--- src/frontend_consts.svh ---
// Front-end constants
// Tag width, credit budget and branch restore-wait length

`ifndef FRONTEND_CONSTS_SVH
`define FRONTEND_CONSTS_SVH

// Width of the instruction tag carried through every stage
`define TAG_W 8

// Number of queue entries the back end grants after reset
`define QUE_CREDITS 4

// Width of the credit counter, wide enough to hold QUE_CREDITS
`define CREDIT_W 3

// Cycles spent waiting for the checkpoint restore to settle
`define RESTORE_CYCLES 3

`endif

--- src/pipe_pkg.sv ---
// Pipeline payload types
// Opcode enum and tag type shared by the front-end stages and the testbench

package pipe_pkg;

	`include "frontend_consts.svh"

	// ====================
	// Opcodes
	// ====================

	// Only the classes that matter to the squash logic are modelled
	// A bsr in decode squashes the slot behind it
	typedef enum logic [2:0] {
		op_nop,
		op_alu,
		op_branch,
		op_bsr,
		op_ucode
	} opcode_t;

	// Tag that identifies an item from fetch to queue
	typedef logic [`TAG_W-1:0] tag_t;

endpackage

--- src/branch_pkg.sv ---
// Branch recovery types
// State enum for the checkpoint restore sequence

package branch_pkg;

	// The order is significant
	// Everything from bs_chkpt_restore up to bs_done2 counts as recovery,
	// and the squash logic tests that as a range
	typedef enum logic [2:0] {
		bs_idle,
		bs_chkpt_restore,
		bs_restore_wait,
		bs_done1,
		bs_done2
	} branch_state_t;

	// Values 5 to 7 are never entered

endpackage

--- src/edge_det.sv ---
// Clock-enabled edge detector
// Rising, falling and either-edge outputs against the last enabled sample

`timescale 1ns/1ps

module edge_det (
	input  logic clk,
	input  logic rst,
	input  logic ce,
	input  logic i,
	output logic pe,
	output logic ne,
	output logic ee
);

	// Previous value of i, only refreshed on enabled cycles
	logic prev;

	always_ff @(posedge clk) begin
		if (rst)
			prev <= 1'b0;
		else if (ce)
			prev <= i;
	end

	// The edge outputs stay up for as long as ce is low,
	// so a stalled consumer still sees the edge on its next enabled cycle
	assign pe = i & ~prev;
	assign ne = ~i & prev;
	assign ee = i ^ prev;

endmodule

--- src/branch_recovery.sv ---
// Branch miss recovery FSM
// Steps through checkpoint restore, a timed wait and two done cycles

`timescale 1ns/1ps

`include "frontend_consts.svh"

module branch_recovery (
	input  logic clk,
	input  logic rst,
	input  logic branchmiss,
	output branch_pkg::branch_state_t branch_state,
	output logic branch_busy
);

	import branch_pkg::*;

	// Counter for the restore-wait state
	localparam int WAIT_W = $clog2(`RESTORE_CYCLES + 1);

	logic [WAIT_W-1:0] wait_cnt;

	// ====================
	// Recovery sequence
	// ====================

	// A miss always restarts at the checkpoint restore, even mid-sequence,
	// because the newer miss has an older checkpoint to go back to
	always_ff @(posedge clk) begin
		if (rst) begin
			branch_state <= bs_idle;
			wait_cnt <= '0;
		end else if (branchmiss) begin
			branch_state <= bs_chkpt_restore;
			wait_cnt <= '0;
		end else begin
			case (branch_state)
				bs_chkpt_restore: begin
					branch_state <= bs_restore_wait;
					wait_cnt <= '0;
				end
				// Hold here for RESTORE_CYCLES cycles
				bs_restore_wait: begin
					if (wait_cnt == WAIT_W'(`RESTORE_CYCLES - 1))
						branch_state <= bs_done1;
					else
						wait_cnt <= wait_cnt + 1'b1;
				end
				bs_done1:
					branch_state <= bs_done2;
				bs_done2:
					branch_state <= bs_idle;
				default:
					branch_state <= bs_idle;
			endcase
		end
	end

	// Busy over the whole recovery range
	assign branch_busy = (branch_state >= bs_chkpt_restore) && (branch_state <= bs_done2);

endmodule

--- src/stomp_ctrl.sv ---
// Squash waterfall for the five-stage front end
// Derives the per-stage stomp signals from branch misses, recovery,
// bsr decode and micro-code activity

`timescale 1ns/1ps

module stomp_ctrl (
	input  logic clk,
	input  logic rst,
	input  logic advance_pipeline,
	input  logic micro_code_active,
	input  logic branchmiss,
	input  branch_pkg::branch_state_t branch_state,
	input  logic do_bsr,
	output logic stomp_fet,
	output logic stomp_mux,
	output logic stomp_dec,
	output logic stomp_ren,
	output logic stomp_que,
	output logic stomp_quem
);

	import branch_pkg::*;

	// Squash request for the whole pipeline
	logic stomp_pipeline;
	// First enabled cycle of that request
	logic pe_stomp_pipeline;

	// Registered part of each stage stomp
	logic stomp_mux_r;
	logic stomp_dec_r;
	logic stomp_ren_r;
	logic stomp_quem_r;

	// Values loaded into the registers on the next advance
	logic next_stomp_mux;
	logic next_stomp_dec;
	logic next_stomp_ren;
	logic next_stomp_quem;

	// ====================
	// Squash source
	// ====================

	// A miss squashes in the same cycle it is reported
	// Recovery keeps squashing until the sequence reaches idle again
	assign stomp_pipeline = branchmiss
		|| ((branch_state >= bs_chkpt_restore) && (branch_state <= bs_done2));

	// The edge sample only moves on an advance
	// A squash that starts during a stall is still seen as new when the pipe moves
	edge_det u_sq_edge (
		.clk (clk),
		.rst (rst),
		.ce  (advance_pipeline),
		.i   (stomp_pipeline),
		.pe  (pe_stomp_pipeline),
		.ne  (),
		.ee  ()
	);

	// ====================
	// Waterfall
	// ====================

	// Fetch is squashed directly and never registered
	assign stomp_fet = stomp_pipeline;

	// Each stage inherits the stomp of the stage above it
	// Micro-code freezes the waterfall, so nothing trickles down while it runs
	// The fetch stomp is the squash source itself
	// Mux therefore follows the squash source whether micro-code runs or not
	// A bsr leaving decode kills the slot behind it in mux
	assign next_stomp_mux  = stomp_pipeline || do_bsr;
	assign next_stomp_dec  = (stomp_mux && !micro_code_active) || stomp_pipeline;
	assign next_stomp_ren  = (stomp_dec && !micro_code_active) || stomp_pipeline;
	assign next_stomp_quem = (stomp_ren && !micro_code_active) || stomp_pipeline;

	// Everything comes out of reset squashed
	always_ff @(posedge clk) begin
		if (rst) begin
			stomp_mux_r  <= 1'b1;
			stomp_dec_r  <= 1'b1;
			stomp_ren_r  <= 1'b1;
			stomp_quem_r <= 1'b1;
			stomp_que    <= 1'b1;
		end else if (advance_pipeline) begin
			stomp_mux_r  <= next_stomp_mux;
			stomp_dec_r  <= next_stomp_dec;
			stomp_ren_r  <= next_stomp_ren;
			stomp_quem_r <= next_stomp_quem;
			// Queue items that were already dead at rename
			stomp_que    <= stomp_ren;
		end
	end

	// On the first advance of a squash all later stages are hit together,
	// otherwise the items already past fetch would slip through
	assign stomp_mux  = pe_stomp_pipeline || stomp_mux_r;
	assign stomp_dec  = pe_stomp_pipeline || stomp_dec_r;
	assign stomp_ren  = pe_stomp_pipeline || stomp_ren_r;
	// Queue cannot drop items after rename
	// It turns them into copy targets instead
	assign stomp_quem = pe_stomp_pipeline || stomp_quem_r;

	// The recovery range test above only works on the five legal state codes
	a_state_legal : assert property (@(posedge clk) disable iff (rst)
		branch_state <= bs_done2)
		else $error("branch_state holds a code outside the recovery sequence");

endmodule

--- src/frontend_pipe.sv ---
// Five-stage front-end pipeline
// Stage registers for fetch, mux, decode, rename and queue,
// squash drop and copy marking, bsr detection and the queue credit counter

`timescale 1ns/1ps

`include "frontend_consts.svh"

module frontend_pipe (
	input  logic clk,
	input  logic rst,
	input  logic fetch_valid,
	input  pipe_pkg::opcode_t fetch_opcode,
	input  pipe_pkg::tag_t fetch_tag,
	input  logic credit_return,
	input  logic stomp_fet,
	input  logic stomp_mux,
	input  logic stomp_dec,
	input  logic stomp_ren,
	input  logic stomp_que,
	input  logic stomp_quem,
	output logic advance_pipeline,
	output logic do_bsr,
	output logic out_valid,
	output pipe_pkg::opcode_t out_opcode,
	output pipe_pkg::tag_t out_tag,
	output logic out_copy
);

	import pipe_pkg::*;

	// Stage indices, fetch at the top and queue at the bottom
	localparam int NSTG = 5;
	localparam int FET = 0;
	localparam int DEC = 2;
	localparam int QUE = NSTG - 1;

	// Per-stage valid bits and payload
	logic [NSTG-1:0] stg_v;
	opcode_t stg_op [NSTG];
	tag_t stg_tag [NSTG];

	// Stomp applied to the item leaving stage i
	logic [NSTG-2:0] stomp_leave;

	// Queue entries still granted by the back end
	logic [`CREDIT_W-1:0] credit_cnt;

	// ====================
	// Flow control
	// ====================

	// The whole pipe moves as one while any credit remains
	assign advance_pipeline = (credit_cnt != '0);

	// The queue item leaves on an advance and takes one credit with it
	// A held item is not shown as valid, so it is emitted exactly once
	assign out_valid = stg_v[QUE] & advance_pipeline;

	always_ff @(posedge clk) begin
		if (rst)
			credit_cnt <= `CREDIT_W'(`QUE_CREDITS);
		else
			credit_cnt <= credit_cnt + `CREDIT_W'(credit_return) - `CREDIT_W'(out_valid);
	end

	// ====================
	// Stage registers
	// ====================

	assign stomp_leave = {stomp_ren, stomp_dec, stomp_mux, stomp_fet};

	// Valid bits are cleared by the stomp of the stage the item leaves
	// Fetch is only sampled on an advance, otherwise every stage holds
	always_ff @(posedge clk) begin
		if (rst) begin
			stg_v <= '0;
		end else if (advance_pipeline) begin
			stg_v[FET] <= fetch_valid;
			for (int i = 1; i < NSTG; i++)
				stg_v[i] <= stg_v[i-1] & ~stomp_leave[i-1];
		end
	end

	// Payload just shifts along, the valid bit decides if it means anything
	always_ff @(posedge clk) begin
		if (advance_pipeline) begin
			stg_op[FET] <= fetch_opcode;
			stg_tag[FET] <= fetch_tag;
			for (int i = 1; i < NSTG; i++) begin
				stg_op[i] <= stg_op[i-1];
				stg_tag[i] <= stg_tag[i-1];
			end
		end
	end

	// A subroutine call sitting in decode
	assign do_bsr = stg_v[DEC] && (stg_op[DEC] == op_bsr);

	// ====================
	// Queue output
	// ====================

	assign out_opcode = stg_op[QUE];
	assign out_tag = stg_tag[QUE];

	// Items squashed at queue have been renamed already
	// They still go out but only as copy targets
	assign out_copy = out_valid & (stomp_quem | stomp_que);

	// Back end never hands back more credits than it was given
	a_credit_max : assert property (@(posedge clk) disable iff (rst)
		credit_cnt <= `CREDIT_W'(`QUE_CREDITS))
		else $error("credit count above the queue budget");

endmodule

--- src/frontend_top.sv ---
// Front-end top level
// Connects the stage pipeline, the squash waterfall and branch recovery

`timescale 1ns/1ps

module frontend_top (
	input  logic clk,
	input  logic rst,
	input  logic fetch_valid,
	input  pipe_pkg::opcode_t fetch_opcode,
	input  pipe_pkg::tag_t fetch_tag,
	input  logic micro_code_active,
	input  logic branchmiss,
	input  logic credit_return,
	output logic out_valid,
	output pipe_pkg::opcode_t out_opcode,
	output pipe_pkg::tag_t out_tag,
	output logic out_copy,
	output logic branch_busy
);

	import branch_pkg::*;

	// Pipeline status toward the squash logic
	logic advance_pipeline;
	logic do_bsr;
	branch_state_t branch_state;

	// Per-stage squash signals back into the pipeline
	logic stomp_fet;
	logic stomp_mux;
	logic stomp_dec;
	logic stomp_ren;
	logic stomp_que;
	logic stomp_quem;

	frontend_pipe u_pipe (
		.clk              (clk),
		.rst              (rst),
		.fetch_valid      (fetch_valid),
		.fetch_opcode     (fetch_opcode),
		.fetch_tag        (fetch_tag),
		.credit_return    (credit_return),
		.stomp_fet        (stomp_fet),
		.stomp_mux        (stomp_mux),
		.stomp_dec        (stomp_dec),
		.stomp_ren        (stomp_ren),
		.stomp_que        (stomp_que),
		.stomp_quem       (stomp_quem),
		.advance_pipeline (advance_pipeline),
		.do_bsr           (do_bsr),
		.out_valid        (out_valid),
		.out_opcode       (out_opcode),
		.out_tag          (out_tag),
		.out_copy         (out_copy)
	);

	// Squash waterfall
	stomp_ctrl u_stomp (
		.clk               (clk),
		.rst               (rst),
		.advance_pipeline  (advance_pipeline),
		.micro_code_active (micro_code_active),
		.branchmiss        (branchmiss),
		.branch_state      (branch_state),
		.do_bsr            (do_bsr),
		.stomp_fet         (stomp_fet),
		.stomp_mux         (stomp_mux),
		.stomp_dec         (stomp_dec),
		.stomp_ren         (stomp_ren),
		.stomp_que         (stomp_que),
		.stomp_quem        (stomp_quem)
	);

	branch_recovery u_brec (
		.clk          (clk),
		.rst          (rst),
		.branchmiss   (branchmiss),
		.branch_state (branch_state),
		.branch_busy  (branch_busy)
	);

endmodule

--- config.mk ---
export PLATFORM = sky130hd
export DESIGN_NAME = frontend_top
export DESIGN_NICKNAME = d
export VERILOG_FILES = /design/src/pipe_pkg.sv /design/src/branch_pkg.sv /design/src/edge_det.sv /design/src/branch_recovery.sv /design/src/stomp_ctrl.sv /design/src/frontend_pipe.sv /design/src/frontend_top.sv
export VERILOG_INCLUDE_DIRS = /design/src /design/src/src
export SDC_FILE = /design/constraint.sdc
export NUM_CORES = 1
export LEC_CHECK = 0
export BUFFER_PORTS_ARGS = -buffer_cell sky130_fd_sc_hd__buf_2
export CELL_PAD_IN_SITES_DETAIL_PLACEMENT = 0
export CELL_PAD_IN_SITES_GLOBAL_PLACEMENT = 1
export CORE_MARGIN = 5
export CORE_UTILIZATION = 30
export CTS_BUF_LIST = sky130_fd_sc_hd__clkbuf_2
export DETAILED_ROUTE_END_ITERATION = 8
export PLACE_DENSITY_LB_ADDON = 0.15
export SLEW_MARGIN = 20
export SYNTH_ARGS = -nofsm -noshare
export SYNTH_HDL_FRONTEND = slang
export SYNTH_SLANG_ARGS = --single-unit
--- constraint.sdc ---
create_clock -name clk -period 7.55 [get_ports clk]
set_clock_uncertainty 0.05 [all_clocks]
set_input_delay 0.755 -clock clk [delete_from_list [all_inputs] [get_ports clk]]
set_output_delay 0.755 -clock clk [all_outputs]
set_load 0.05 [all_outputs]
==> summary.txt <==
outcome: finished clean
share of layout cells above drive strength 1: 29.02%
CP endpoint kind: output pin
Max Fanout on Critical Path: 9
crit-path max cell delay: 0.43 ns
top cell type's share of synthesized area: 62.74%
Die H: 103.7 um
PostCTS Resize Cnt: 0
Area growth syn-to-layout: 12.12%
CP arrival: 2.13 ns
max-cap viol count: 0
top area cells in the synthesized netlist: edfxtp_1 63%, dfxtp_1 14%, buf_4 3.1%
antenna violations before repair: 0
GR Util All Layers: 7.444%
initial DRC count: 55
Rows: 34
Routed Antenna Nets: 0
Cell variety after synth: 41
HP Class: register to register
wire per inst: 12.10 um
register area share after synthesis: 77.19%
total die area: 10750 um^2
pin count of the biggest net entering global routing: 68
Initial Util: 30.48%
peak supply drop: 0.00007562 V
worst skew pair latency: 0.47 ns
area leader, netlist: edfxtp_1
Total Neg Setup Slack: 0 ns
cts bufs inserted: 9
Post-synth EDFFs: 55
Core Area: 8636 um^2
#FFs+latches synth: 74
die width: 103.7 um
FF+latch area: 2032 um^2
Routed WL: 3.643 mm
vias in the first global route: 1318
f_max: 0.3402 GHz
fin util: 34.18%
critical path's top delay family: simple AND/OR/NAND/NOR gates
root buffer cell: clkbuf_2
DP HPWL: 2.358 mm
first-pass GRT wire length: 6.306 mm
LEAKAGE: 0.001087 uW
critical setup path kind: register to output pin
RD Place Congestion: 0.6963
Ys Warns: 0
Synthesized Nets: 183
count leader, synth: edfxtp_1
area of the multi-input gates: 470.5 um^2
gr ovfl total: 0
I/O pins: 31
filler instances: 861
CP bufs+invs: 1
element type at the critical path start: register
Final Net Count: 209
Critical Path RT: 6.74 ns
diodes inserted: 0
synthesized area: 2633 um^2
Post-Syn Instances: 162
Power Dens Cells: 318.1 nW/um^2
Port Buf Inserts: 30
crit-path cells: or3_4 -> a21oi_4 -> nor2_4 -> o31a_1 -> buf_2
CTS Buffer Depth: 2
syn_area_per_cell: 16.25 um^2
Post-synth top cells: 55 x edfxtp_1, 19 x dfxtp_1, 11 x buf_4
vias per cell: 4.179
DRC: 0
final setup fails: 0
Sink Count: 74
H-tree levels: 3
hold_buf cts: 0
Vias: 1258
ys flop type: edfxtp_1
Final Cycle Share: 38.94%
relative slew slack: 48.03%
Async SR Flop Fraction: 0%
Final Hold Viols: 0
setup bufs post-CTS: 0
power after layout: 938.8 uW
clock-pin slew on the worst setup and hold paths: 0.20 ns
minimum clock period: 2.940 ns
DRT Pass-1 Iters: 4
Slew Viols, Final: 0
Max stage delay cell, worst path: dfxtp_1
RSZ-0062 raised after global routing: false
Slew @ Worst Pin: 0.7796 ns
CTS tree: yes
## layout make-up
type	count	area share (%)
well taps	108	4.578
clock inverters	7	3.137
repair buffers	31	5.341
inverters	5	0.6359
multi-input cells	67	15.94
clock buffers	9	1.526
flip-flops and latches	74	68.84
## power by group
part	switching, uW	internal, uW
Combinational	112	28.1
Sequential	22.4	533
Clock	134	109
## worst register-to-register path: stages, from the launching register on
cell and delay, ns:
dfxtp_1 0.40, nor3_2 0.54, inv_2 0.06, and2_1 0.20, ha_1 0.29, inv_1 0.05
ha_1 0.13, inv_1 0.05, fa_1 0.42, xor2_1 0.16, xnor2_1 0.16, nand2b_1 0.07
## logic make-up after synthesis
group	Yosys count	synth area share [%]
flops	74	77.19
xor+xnor	3	0.9983
simple gates	40	8.841
fa+ha+maj	4	2.186
buf+inv	21	4.943
compound gates	20	5.846
## layout by cell type (no fill, tap or decap), drive strengths merged, types with 2 or more instances in the layout
master	count
nor2b	2
a31oi	4
buf	31
a22oi	2
ha	3
xnor2	2
inv	6
nor4	2
edfxtp	55
o21ai	3
clkbuf	9
nor3	5
bufinv	2
dfxtp	19
nand2	7
nor2	8
and2	2
o22ai	2
or3	3
nand2b	6
clkinvlp	2
clkinv	2
a21oi	3
## metal layers
metal / vias to the layer above / GRT usage, % / share of wire (%)
li1: 640 / - / -
met5: - / 0 / 0
met2: 21 / 10.52 / 47
met3: 4 / 2.550 / 4.1
met4: 0 / 5.828 / 1.5
met1: 593 / 9.211 / 47
## stage by stage
stage          hold slack [ns]  worst slack, ns  cell area (um^2)  instances
6_report                0.3795            4.610              2952        301
2_1_floorplan           0.3503            4.867              2633        162
3_3_place_gp            0.3514            5.047              2814        285
4_1_cts                 0.3084            4.524              2952        301
3_5_place_dp            0.3545            4.894              2814        285
5_1_grt                 0.3150            4.442              2952        301
## path summary, 6_finish.rpt
path	from	endpoint	slack (ns)	cells past startpoint
max reg2reg	u_pipe.credit_cnt[1]$_SDFF_PP0_	u_pipe.credit_cnt[2]$_SDFF_PP1_	4.89	11
min	u_pipe.stg_op[0][4]$_DFFE_PN_	u_pipe.stg_op[0][7]$_DFFE_PN_	0.38	0
max	u_brec.branch_state[0]$_SDFFE_PP0P_	out_copy	4.61	5
min reg2reg	u_pipe.stg_op[0][4]$_DFFE_PN_	u_pipe.stg_op[0][7]$_DFFE_PN_	0.38	0
## registers in the layout, indices dropped and copies added, names as in the netlist
signal,cells
u_brec.branch_state,3
u_brec.wait_cnt,2
u_pipe.credit_cnt,3
u_pipe.stg_op,15
u_pipe.stg_tag,40
u_pipe.stg_v,5
u_stomp.stomp_dec_r,1
u_stomp.stomp_mux_r,1
u_stomp.stomp_que,1
u_stomp.stomp_quem_r,1
u_stomp.stomp_ren_r,1
u_stomp.u_sq_edge.prev,1
(Power assumes the default switching activity.)
